## src/verilog/rom_map_pkg.sv

```systemverilog
// ####################
// ROM map package
// Address, data and mask types
// Download regions and relocated SDRAM bases
// Fixed slot offsets and arbiter states
// ####################

`default_nettype none

package rom_map_pkg;

    // SDRAM address in 16-bit words
    typedef logic [21:0] sdram_addr_t;

    // Byte address of the download stream
    typedef logic [24:0] ioctl_addr_t;

    // Even halfword in the low half, next halfword in the high half
    typedef logic [31:0] sdram_word_t;

    // Active low, a cleared bit enables that byte lane
    typedef logic [1:0]  prog_mask_t;

    typedef logic [1:0]  slot_sel_t;

    typedef enum logic [1:0] {
        arb_idle,
        arb_wait_ack,
        arb_wait_data
    } arb_state_t;

    // Download regions, byte addresses
    localparam ioctl_addr_t scrzw_start = 25'h009_0000;
    localparam ioctl_addr_t objwz_start = 25'h00D_0000;
    localparam ioctl_addr_t obj_end     = 25'h019_0000;
    localparam ioctl_addr_t prom_start  = 25'h019_0000; // PROM goes to BRAM, not SDRAM

    // Relocated bases, word addresses
    localparam sdram_addr_t scr_sdram   = 22'h06_0000;
    localparam sdram_addr_t obj_sdram   = 22'h08_0000;

    // Slots that read data where it was downloaded
    localparam sdram_addr_t char_offset = 22'h04_0000; // Byte 0x80000 of the stream
    localparam sdram_addr_t main_offset = 22'h00_0000;

endpackage

`default_nettype wire
```

## src/verilog/game_rom_top.sv

```systemverilog
// ####################
// Game ROM top level
// Clock enables, download mapper
// Four ROM slots sharing one SDRAM port
// ####################

`timescale 1ns/1ps
`default_nettype none

module game_rom_top (
    input  wire                           clk,
    input  wire                           rst_n,
    // Download stream
    input  wire                           downloading,
    input  wire rom_map_pkg::ioctl_addr_t ioctl_addr,
    input  wire [7:0]                     ioctl_data,
    input  wire                           ioctl_wr,
    output rom_map_pkg::sdram_addr_t      prog_addr,
    output logic [7:0]                    prog_data,
    output rom_map_pkg::prog_mask_t       prog_mask,
    output logic                          prog_we,
    output logic                          prom_we,
    // ROM slots
    input  wire                           char_cs,
    input  wire [15:0]                    char_addr,
    output logic [7:0]                    char_data,
    output logic                          char_ok,
    input  wire                           scr_cs,
    input  wire [16:0]                    scr_addr,
    output logic [15:0]                   scr_data,
    output logic                          scr_ok,
    input  wire                           main_cs,
    input  wire [17:0]                    main_addr,
    output logic [7:0]                    main_data,
    output logic                          main_ok,
    input  wire                           obj_cs,
    input  wire [18:0]                    obj_addr,
    output logic [15:0]                   obj_data,
    output logic                          obj_ok,
    input  wire                           vblank,
    // SDRAM
    output logic                          sdram_req,
    output rom_map_pkg::sdram_addr_t      sdram_addr,
    input  wire                           sdram_ack,
    input  wire                           data_rdy,
    input  wire rom_map_pkg::sdram_word_t data_read,
    output logic                          pxl2_cen,
    output logic                          pxl_cen
);

    import rom_map_pkg::*;

    logic [3:0]  miss;          // main, char, scr, obj from bit 0
    logic [3:0]  fill;
    sdram_word_t fill_data;
    sdram_addr_t fetch_addr_main;
    sdram_addr_t fetch_addr_char;
    sdram_addr_t fetch_addr_scr;
    sdram_addr_t fetch_addr_obj;
    logic        char_cs_vis;
    logic        scr_cs_vis;

    // Tile fetches only happen during active video
    assign char_cs_vis = char_cs && !vblank;
    assign scr_cs_vis  = scr_cs && !vblank;

    cen_gen i_cen_gen (
        .clk      (clk),
        .rst_n    (rst_n),
        .pxl2_cen (pxl2_cen),
        .pxl_cen  (pxl_cen)
    );

    download_map i_download_map (
        .clk         (clk),
        .rst_n       (rst_n),
        .downloading (downloading),
        .ioctl_addr  (ioctl_addr),
        .ioctl_data  (ioctl_data),
        .ioctl_wr    (ioctl_wr),
        .sdram_ack   (sdram_ack),
        .prog_addr   (prog_addr),
        .prog_data   (prog_data),
        .prog_mask   (prog_mask),
        .prog_we     (prog_we),
        .prom_we     (prom_we)
    );

    rom_slot #(.aw(16), .dw(8), .offset(char_offset)) i_char_slot (
        .clk (clk), .rst_n (rst_n), .cs (char_cs_vis), .addr (char_addr),
        .data (char_data), .ok (char_ok), .miss (miss[1]),
        .fetch_addr (fetch_addr_char), .fill (fill[1]), .fill_data (fill_data)
    );

    rom_slot #(.aw(17), .dw(16), .offset(scr_sdram)) i_scr_slot (
        .clk (clk), .rst_n (rst_n), .cs (scr_cs_vis), .addr (scr_addr),
        .data (scr_data), .ok (scr_ok), .miss (miss[2]),
        .fetch_addr (fetch_addr_scr), .fill (fill[2]), .fill_data (fill_data)
    );

    rom_slot #(.aw(18), .dw(8), .offset(main_offset)) i_main_slot (
        .clk (clk), .rst_n (rst_n), .cs (main_cs), .addr (main_addr),
        .data (main_data), .ok (main_ok), .miss (miss[0]),
        .fetch_addr (fetch_addr_main), .fill (fill[0]), .fill_data (fill_data)
    );

    rom_slot #(.aw(19), .dw(16), .offset(obj_sdram)) i_obj_slot (
        .clk (clk), .rst_n (rst_n), .cs (obj_cs), .addr (obj_addr),
        .data (obj_data), .ok (obj_ok), .miss (miss[3]),
        .fetch_addr (fetch_addr_obj), .fill (fill[3]), .fill_data (fill_data)
    );

    sdram_arbiter i_sdram_arbiter (
        .clk             (clk),
        .rst_n           (rst_n),
        .downloading     (downloading),
        .miss            (miss),
        .fetch_addr_main (fetch_addr_main),
        .fetch_addr_char (fetch_addr_char),
        .fetch_addr_scr  (fetch_addr_scr),
        .fetch_addr_obj  (fetch_addr_obj),
        .fill            (fill),
        .fill_data       (fill_data),
        .sdram_req       (sdram_req),
        .sdram_addr      (sdram_addr),
        .sdram_ack       (sdram_ack),
        .data_rdy        (data_rdy),
        .data_read       (data_read)
    );

endmodule

`default_nettype wire

```

## src/verilog/sdram_arbiter.sv

```systemverilog
// ####################
// SDRAM read arbiter
// Fixed priority main, char, scr, obj
// One fetch in flight, fill pulse on data_rdy
// ####################

`timescale 1ns/1ps
`default_nettype none

module sdram_arbiter (
    input  wire                           clk,
    input  wire                           rst_n,
    input  wire                           downloading,
    input  wire [3:0]                     miss,
    input  wire rom_map_pkg::sdram_addr_t fetch_addr_main,
    input  wire rom_map_pkg::sdram_addr_t fetch_addr_char,
    input  wire rom_map_pkg::sdram_addr_t fetch_addr_scr,
    input  wire rom_map_pkg::sdram_addr_t fetch_addr_obj,
    output logic [3:0]                    fill,
    output rom_map_pkg::sdram_word_t      fill_data,
    output logic                          sdram_req,
    output rom_map_pkg::sdram_addr_t      sdram_addr,
    input  wire                           sdram_ack,
    input  wire                           data_rdy,
    input  wire rom_map_pkg::sdram_word_t data_read
);

    import rom_map_pkg::*;

    // Bit positions in miss and fill, highest priority first
    localparam slot_sel_t slot_main = 2'd0;
    localparam slot_sel_t slot_char = 2'd1;
    localparam slot_sel_t slot_scr  = 2'd2;
    localparam slot_sel_t slot_obj  = 2'd3;

    arb_state_t  state;
    slot_sel_t   pick;
    slot_sel_t   sel;        // Slot being served
    sdram_addr_t pick_addr;

    always_comb begin
        if (miss[slot_main]) begin
            pick = slot_main;
        end else if (miss[slot_char]) begin
            pick = slot_char;
        end else if (miss[slot_scr]) begin
            pick = slot_scr;
        end else begin
            pick = slot_obj;
        end
    end

    always_comb begin
        case (pick)
            slot_main: pick_addr = fetch_addr_main;
            slot_char: pick_addr = fetch_addr_char;
            slot_scr:  pick_addr = fetch_addr_scr;
            default:   pick_addr = fetch_addr_obj;
        endcase
    end

    always_ff @(posedge clk) begin
        if (!rst_n) begin
            state     <= arb_idle;
            sdram_req <= 1'b0;
        end else begin
            case (state)
                arb_idle: begin
                    // Download owns the SDRAM port
                    if (!downloading && |miss) begin
                        sdram_req <= 1'b1;
                        state     <= arb_wait_ack;
                    end
                end
                arb_wait_ack: begin
                    if (sdram_ack) begin
                        sdram_req <= 1'b0;
                        state     <= arb_wait_data;
                    end
                end
                arb_wait_data: begin
                    if (data_rdy) begin
                        state <= arb_idle;
                    end
                end
                default: state <= arb_idle;
            endcase
        end
    end

    // Address and index held stable for the whole fetch
    always_ff @(posedge clk) begin
        if (state == arb_idle) begin
            sel        <= pick;
            sdram_addr <= pick_addr;
        end
    end

    assign fill      = (state == arb_wait_data && data_rdy) ? (4'b0001 << sel) : 4'b0000;
    assign fill_data = data_read;   // Slots capture it with fill

endmodule

`default_nettype wire

```

## src/verilog/rom_slot.sv

```systemverilog
// ####################
// ROM read slot
// One cached 32-bit SDRAM word
// Miss request and byte or halfword select
// ####################

`timescale 1ns/1ps
`default_nettype none

module rom_slot #(
    parameter int                       aw     = 16,
    parameter int                       dw     = 8,
    parameter rom_map_pkg::sdram_addr_t offset = '0
) (
    input  wire                           clk,
    input  wire                           rst_n,
    input  wire                           cs,
    input  wire [aw-1:0]                  addr,
    output logic [dw-1:0]                 data,
    output logic                          ok,
    output logic                          miss,
    output rom_map_pkg::sdram_addr_t      fetch_addr,
    input  wire                           fill,
    input  wire rom_map_pkg::sdram_word_t fill_data
);

    import rom_map_pkg::*;

    // Address bits that pick the lane inside the cached pair
    localparam int sub_bits = (dw == 16) ? 1 : 2;

    logic [aw-1:0]       pair;
    logic [sub_bits-1:0] lane;
    sdram_addr_t         cached_addr;  // Even word address of the pair
    sdram_word_t         cached_word;
    sdram_word_t         src_word;
    logic                valid;
    logic                hit;

    assign pair       = addr >> sub_bits;
    assign lane       = addr[sub_bits-1:0];
    assign fetch_addr = offset + sdram_addr_t'({pair, 1'b0});

    assign hit  = valid && (cached_addr == fetch_addr);
    assign miss = cs && !hit;

    // Fresh data bypasses the cache in the fill cycle
    assign src_word = fill ? fill_data : cached_word;

    always_ff @(posedge clk) begin
        if (!rst_n) begin
            valid <= 1'b0;
            ok    <= 1'b0;
        end else begin
            if (fill) begin
                valid <= 1'b1;
            end
            ok <= cs && (hit || fill);   // Drops once addr leaves the pair
        end
    end

    // Fill assumes addr held still while the fetch was out
    always_ff @(posedge clk) begin
        if (fill) begin
            cached_addr <= fetch_addr;
            cached_word <= fill_data;
        end
        data <= src_word[lane*dw +: dw]; // Low lane first
    end

endmodule

`default_nettype wire

```

## src/verilog/download_map.sv

```systemverilog
// ####################
// Download mapper
// Byte address to SDRAM word address
// Scroll and object relocation
// Byte lane mask, prog_we and prom_we
// ####################

`timescale 1ns/1ps
`default_nettype none

module download_map (
    input  wire                      clk,
    input  wire                      rst_n,
    input  wire                      downloading,
    input  wire rom_map_pkg::ioctl_addr_t ioctl_addr,
    input  wire [7:0]                ioctl_data,
    input  wire                      ioctl_wr,
    input  wire                      sdram_ack,
    output rom_map_pkg::sdram_addr_t prog_addr,
    output logic [7:0]               prog_data,
    output rom_map_pkg::prog_mask_t  prog_mask,
    output logic                     prog_we,
    output logic                     prom_we
);

    import rom_map_pkg::*;

    ioctl_addr_t offs;      // Byte offset into the matched region
    sdram_addr_t next_addr;
    logic        is_prom;
    logic        wr_en;

    assign wr_en = ioctl_wr && downloading;

    always_comb begin
        offs      = '0;
        is_prom   = 1'b0;
        next_addr = sdram_addr_t'(ioctl_addr >> 1);
        if (ioctl_addr >= prom_start) begin
            // PROM gets byte addressing
            is_prom   = 1'b1;
            offs      = ioctl_addr - prom_start;
            next_addr = sdram_addr_t'(offs);
        end else if (ioctl_addr >= objwz_start && ioctl_addr < obj_end) begin
            offs      = ioctl_addr - objwz_start;
            next_addr = obj_sdram + sdram_addr_t'(offs >> 1);
        end else if (ioctl_addr >= scrzw_start && ioctl_addr < objwz_start) begin
            offs      = ioctl_addr - scrzw_start;
            next_addr = scr_sdram + sdram_addr_t'(offs >> 1);
        end
    end

    always_ff @(posedge clk) begin
        if (!rst_n) begin
            prog_we <= 1'b0;
            prom_we <= 1'b0;
        end else begin
            prom_we <= 1'b0;                // Single cycle pulse
            if (wr_en) begin
                prog_we <= !is_prom;
                prom_we <= is_prom;
            end else if (sdram_ack) begin
                prog_we <= 1'b0;            // SDRAM took the byte
            end
        end
    end

    always_ff @(posedge clk) begin
        if (wr_en) begin
            prog_addr <= next_addr;
            prog_data <= ioctl_data;
            prog_mask <= {~ioctl_addr[0], ioctl_addr[0]}; // Even byte writes lane 0
        end
    end

endmodule

`default_nettype wire

```

## src/verilog/cen_gen.sv

```systemverilog
// ####################
// Pixel clock enables
// pxl2_cen one cycle in four
// pxl_cen one cycle in eight
// ####################

`timescale 1ns/1ps
`default_nettype none

module cen_gen (
    input  wire  clk,
    input  wire  rst_n,
    output logic pxl2_cen,
    output logic pxl_cen
);

    logic [2:0] cnt;

    // Enables are registered one count early so that they line up
    // with counts 3 and 7 of the free running divider
    always_ff @(posedge clk) begin
        if (!rst_n) begin
            cnt      <= 3'd0;
            pxl2_cen <= 1'b0;
            pxl_cen  <= 1'b0;
        end else begin
            cnt      <= cnt + 3'd1;
            pxl2_cen <= (cnt[1:0] == 2'd2);
            pxl_cen  <= (cnt == 3'd6);    // Also a pxl2_cen count
        end
    end

endmodule

`default_nettype wire

```

## config.mk

```make
export PLATFORM = sky130hd
export DESIGN_NAME = game_rom_top
export DESIGN_NICKNAME = d
export VERILOG_FILES = /design/src/verilog/rom_map_pkg.sv /design/src/verilog/game_rom_top.sv /design/src/verilog/sdram_arbiter.sv /design/src/verilog/rom_slot.sv /design/src/verilog/download_map.sv /design/src/verilog/cen_gen.sv
export SDC_FILE = /design/constraint.sdc
export NUM_CORES = 1
export LEC_CHECK = 0
export ABC_AREA = 0
export BUFFER_PORTS_ARGS = -buffer_cell sky130_fd_sc_hd__buf_2
export CORE_ASPECT_RATIO = 1.4
export CORE_MARGIN = 3
export CORE_UTILIZATION = 35
export CTS_BUF_LIST = sky130_fd_sc_hd__clkbuf_8
export CTS_CLUSTER_DIAMETER = 200
export DETAILED_ROUTE_END_ITERATION = 8
export PLACE_DENSITY = 0.56
export SKIP_LAST_GASP = 1
export SLEW_MARGIN = 20
export SYNTH_ARGS = -nofsm -noshare
export SYNTH_HDL_FRONTEND = slang
export SYNTH_SLANG_ARGS = --single-unit
```

## constraint.sdc

```tcl
create_clock -name clk -period 5.7 [get_ports clk]
set_input_delay 0.57 -clock clk [delete_from_list [all_inputs] [get_ports clk]]
set_output_delay 0.57 -clock clk [all_outputs]
set_load 0.02 [all_outputs]
```

======== Yosys cells after proc, flatten, opt, wreduce, memory -nomap -nowiden ========
Index checks and enable logic that the tools add are counted.
Widths: inputs -> output; s select.
operators by class
  add/sub/neg operators ................... 9
  mux-type cells .......................... 21
  bitwise gates (word level) .............. 1
  order comparisons ....................... 5
  shift operators ......................... 5
  reduce and logical (&&, ||, !) cells .... 38
  equality and inequality tests ........... 13
operator list
  cell                    number
  $mux 32                 4
  $eq 22x22->1            3
  $mux 22                 3
  $shiftx 32x6->16        2
  $shiftx 32x6->8         2
  $pmux 21 s3             1
  $ge 25x20->1 const B    2
  $sub 23x20->23 const B  2
  $ge 25x21->1 const B    1
  $lt 25x20->1 const B    1
  $lt 25x21->1 const B    1
  $add 19x22->22 const A  1
  $add 20x22->22 const A  1
  $sub 22x21->22 const B  1
  $add 20x19->21 const A  1
  $add 19x15->20 const A  1
  $add 19x17->20 const A  1
  $logic_and 1x1->1       19
  $eq 16x16->1            1
  $mux 2                  5
  $logic_not 1->1         7
  $eq 2x2->1 const B      3
  $pmux 2 s3              1
  $reduce_and 3->1        2
  15 further kinds        26
word-level totals
  register bits after elaboration ......... 332
  word-level logic and storage cells ...... 124
  bits of input ports ..................... 146

======== Longest topological paths before layout ========
  depth after elaboration ................. 10
  mapped depth ............................ 11

======== Modules after synthesis ========
From an unflattened synthesis, not the netlist that was laid out.
second synthesis, totals
  cell total of the unflattened synthesis .. 1017
  area, all modules ....................... 13933.4 um^2
by module, submodules not included
  module                  times used  area an instance (um^2)  cells each
  rom_slot (i_obj_slot)   1           2677.6                   176
  rom_slot (i_scr_slot)   1           2581.2                   171
  rom_slot (i_main_slot)  1           2421.1                   154
  rom_slot (i_char_slot)  1           2336.0                   148
  download_map            1           1981.9                   192
  sdram_arbiter           1           1752.9                   160
  cen_gen                 1           170.2                    14
  game_rom_top            1           12.5                     2

======== Worst setup path after synthesis ========
OpenSTA, ideal clock, no wires.
  path kind ............................... input -> register
  start point ............................. input port main_addr[3]
  end point ............................... register i_sdram_arbiter.sdram_addr[17], data pin
  data required time ...................... 5.440 ns
  arrival ................................. 2.566 ns
  cell stages on the path ................. 9
  library setup time ...................... 0.260 ns
  path slack .............................. 2.874 ns
  path through ............................ xor2_1 -> nor4_1 -> nand4_1 -> o21ai_0 -> nand2_1 -> inv_1 -> ha_1 -> clkbuf_1 -> mux2_2
between the ends
  longest elaborated chain between the ends .. 7
  elaborated cells on any way between the ends .. 9
ends and longest elaborated chain
  element                                   RTL line             text
  from (decl)                               game_rom_top.sv:33   input wire [17:0] main_addr,
  $eq 16x16->1 *                            rom_slot.sv:44       assign hit = valid && (cached_addr == fetch_addr);
  $logic_and 1x1->1 *                       rom_slot.sv:44
  $logic_not 1->1 *                         rom_slot.sv:45       assign miss = cs && !hit;
  $logic_and 1x1->1 *                       rom_slot.sv:45
  $mux 2 *                                  sdram_arbiter.sv:42  if (miss[slot_main]) begin
  via i_sdram_arbiter.pick[1]               sdram_arbiter.sv:37  slot_sel_t pick;
  $eq 2x2->1, or another cell as far along  sdram_arbiter.sv:54  case (pick)
  $pmux 21 s3 *                             sdram_arbiter.sv:54
  via i_sdram_arbiter.pick_addr[17]         sdram_arbiter.sv:39  sdram_addr_t pick_addr;
  to (signal assigned)                      sdram_arbiter.sv:95  sdram_addr <= pick_addr;
  to (decl)                                 sdram_arbiter.sv:22  output rom_map_pkg::sdram_addr_t sdram_addr,
Mark *: on every way through the listed nets, which the timed path passes. The rest lies on a longest branch.
A chain may end at the register's enable or synchronous reset.

======== Worst setup path after layout ========
  start point ............................. register i_main_slot.cached_addr[6]
  end point ............................... register i_sdram_arbiter.sdram_addr[18], data pin
between the ends
  longest elaborated chain between the ends .. 7
  elaborated cells on any way between the ends .. 9
ends and longest elaborated chain
  element                                   RTL line             text
  from (decl)                               rom_slot.sv:34       sdram_addr_t cached_addr;
  from (signal assigned)                    rom_slot.sv:65       cached_addr <= fetch_addr;
  $eq 16x16->1 *                            rom_slot.sv:44
  $logic_and 1x1->1 *                       rom_slot.sv:44
  $logic_not 1->1 *                         rom_slot.sv:45
  $logic_and 1x1->1 *                       rom_slot.sv:45
  $mux 2 *                                  sdram_arbiter.sv:42
  via i_sdram_arbiter.pick[1]               sdram_arbiter.sv:37
  $eq 2x2->1, or another cell as far along  sdram_arbiter.sv:54
  $pmux 21 s3 *                             sdram_arbiter.sv:54
  via i_sdram_arbiter.pick_addr[18]         sdram_arbiter.sv:39
Marked as above.

==> impl_metrics.ini <==
[die]
io_pins = 257
dieArea_sq_um = 36800
coreArea_sq_um = 33600
initial_utilization = 0.359
rows = 79
die_w_um = 163
die_height_um = 226

[clock_tree]
clkTransAtPathRegs_ps = 60
hold_buffers = 0
cts_tree = built
cts_root_buf = clkbuf_8
cts_buffer_depth = 3
cts_num_sinks = 311
postCtsSetupBuffers = 0
cts_buffers = 49
ctsResizeCount = 0
cts_htree_levels = 2
clkLatencyLatePin_ps = 600

[timing]
min_period_over_period = 0.614
worst_pin_slew_ps = 1080
finalHoldViolCount = 0
timing.final.ws_setup_ps = 2200
skew_ps = 35.4
fin_crit_ps = 3500
slew_headroom = 0.279
drv_slew = 0
hold_slack_ps = 173
rsz0062_at_grt = false
max_freq_mhz = 286
fin_setup_tns_ps = 0
finalSetupViolCount = 0

[routing]
wl_per_cell_um = 17.8
wirelength_mm = 30.5
detail-route-antenna-nets = 0
drc = 0
post_drt_via_cell_ratio = 4.74
vias = 8107
drt_pass1_iterations = 9
drt_iter0_markers = 428

[power_and_ir_drop]
swShare = 0.264
total_power_mw = 5.22
p_sw_mw = 1.38
p_leak_nw = 6.39
peakVddDrop_mv = 0.189
power_frac_seq = 0.513
p_clk_frac = 0.337
power_frac_comb = 0.150
p_int_mw = 3.84
cellPowerDensity_nw_per_um2 = 356

[synth]
synth_edf_count = 117
synth_cell_types = 56
synth-seq-cells = 311
synth_most_common_cell = nand2_1
avgSynthCellArea_sq_um = 12.5
synth_area_sq_um = 12100
yosysWarningCount = 0
synth_cells = 964
synth_ff_type = dfxtp_1
ys_seq_area_frac = 0.612
yosys-top-cells-count = nand2_1, dfxtp_1, edfxtp_1
yosysTopAreaCell = dfxtp_1
synthArstFlopShare = 0
netlist.area_leader.share = 0.321
yosys-top-cells-area = dfxtp_1, edfxtp_1, mux2_2

[placement]
post_dp_cell_area_sq_um = 13800
dpl.cell_count = 1626
io_buffers = 253
dp_slack_ps = 1830
place_hpwl_mm = 21.7
gp_congestion = 0.795

[worst_setup_path]
cp_cell_sequence = xor2_1 > nor4_1 > nand4_1 > o21ai_0 > nand2_1 > inv_1 > ha_1 > mux2_2
endpoint_kind = register
worst-path-buf-inv = 1
cp_slowest_cell = ha_1
path_delay_family = adder cells
critPathKind = register to register
crit_path_start_kind = register
required_ps = 6020
worstPathArrival_ps = 3820
cpPeakStageDelay_ps = 880
cp_max_fo = 21

[finish]
multi_input_comb_area_sq_um = 4390
fill_cells = 3214
final_util = 0.436
syn_to_final_growth_pct = 21.4
regArea_sq_um = 7400
fin_cells = 1711
final_nets = 1388
drive_gt1_frac = 0.371
final_area_sq_um = 14700

[worst_hold_path]
holdCritPathClass = primary input to register

[flow_run]
maxCapViolations = 0

[status]
status = completed

[grt]
antenna_found_initial = 0
grt_max_degree = 52
track_usage = 0.162
grt_pass1_wl_mm = 46.4
grt.overflow.total = 0
grt_pass1_vias = 8349
worst reg2reg max path: stages, from the launching register on:
cell	delay [ps]
edfxtp_1	380
xor2_1	170
nor4_1	460
nand4_1	240
o21ai_0	380
nand2_1	170
inv_1	130
ha_1	880
mux2_2	420
logic make-up (layout without fill, tap and decap cells):
| logic type | count (synthesis) | count (layout) | share of synthesized area |
|---|---|---|---|
| DFF | 311 | 311 | 0.612 |
| and+or+nand+nor | 290 | 290 | 0.107 |
| muxes | 146 | 146 | 0.152 |
| xor gates and xnor gates | 72 | 72 | 0.0522 |
| buffers and inverters | 72 | 371 | 0.0264 |
| AOI/OAI and AO/OA | 62 | 62 | 0.0389 |
| adders and majority gates | 10 | 10 | 0.0104 |
| other | 1 | 4 | 0.000310 |
registers in the layout, indices dropped and copies added, names as in the netlist, 16 cells and up:
| register | cells |
|---|---|
| i_main_slot.cached_word | 32 |
| i_download_map.prog_addr | 22 |
| i_obj_slot.cached_addr | 18 |
| i_main_slot.cached_addr | 16 |
| i_char_slot.cached_word | 32 |
| i_scr_slot.cached_word | 32 |
| i_obj_slot.cached_word | 32 |
| i_sdram_arbiter.sdram_addr | 19 |
| i_scr_slot.data | 16 |
| i_obj_slot.data | 16 |
| i_scr_slot.cached_addr | 16 |
cells in the final DEF, fill, tap and decap left out, types with 3 or more instances in the layout:
master,n
a21oi_1,5
a222oi_1,14
a31oi_1,3
and2_1,3
buf_2,253
buf_4,7
clkbuf_8,56
clkinv_2,9
conb_1,3
dfxtp_1,194
edfxtp_1,117
ha_1,10
inv_1,41
mux2_2,104
mux2_4,10
mux2i_1,16
mux4_2,16
nand2_1,212
nand3_1,3
nand3b_1,3
nand4_1,11
nor2_1,13
nor2b_1,7
nor3_1,5
nor4_1,10
nor4b_1,3
o211a_1,4
o21a_1,5
o21ai_0,14
o22ai_1,3
o31a_1,3
xnor2_1,35
xor2_1,37
cell type report:
class	count	area share
inverter	27	0.00699
tap	445	0.0380
clock inverter	28	0.00870
sequential	311	0.504
multi-input combinational	583	0.299
clock buffer	56	0.0525
timing repair buffer	260	0.0899
antenna	1	0.000171
worst paths after layout:
path	cells after the start	to	slack (ps)	from
hold / removal	1	i_download_map.prog_data[5]	170	ioctl_data[5]
setup reg to reg	8	i_sdram_arbiter.sdram_addr[18]	2200	i_main_slot.cached_addr[6]
setup / recovery	8	i_sdram_arbiter.sdram_addr[18]	2200	i_main_slot.cached_addr[6]
hold reg to reg	2	i_obj_slot.cached_word[1]	440	i_obj_slot.cached_word[1]
power by group through the flow:
stage	registers (mW)	logic [mW]	clock network [mW]
floorplan	2.85	0.368	0
global placement	2.72	0.780	0
detailed placement	2.73	0.790	0
CTS	2.68	0.795	1.84
global route	2.71	0.861	1.93
finish	2.68	0.780	1.76
metal layers:
layer	global-route usage	vias to the layer above	routed length [um]
met5	0	-	0
met4	0.0595	0	847
met3	0.0336	54	1780
met2	0.292	255	15500
met1	0.190	3880	12400
li1	-	3918	-
(Power assumes the default switching activity.)
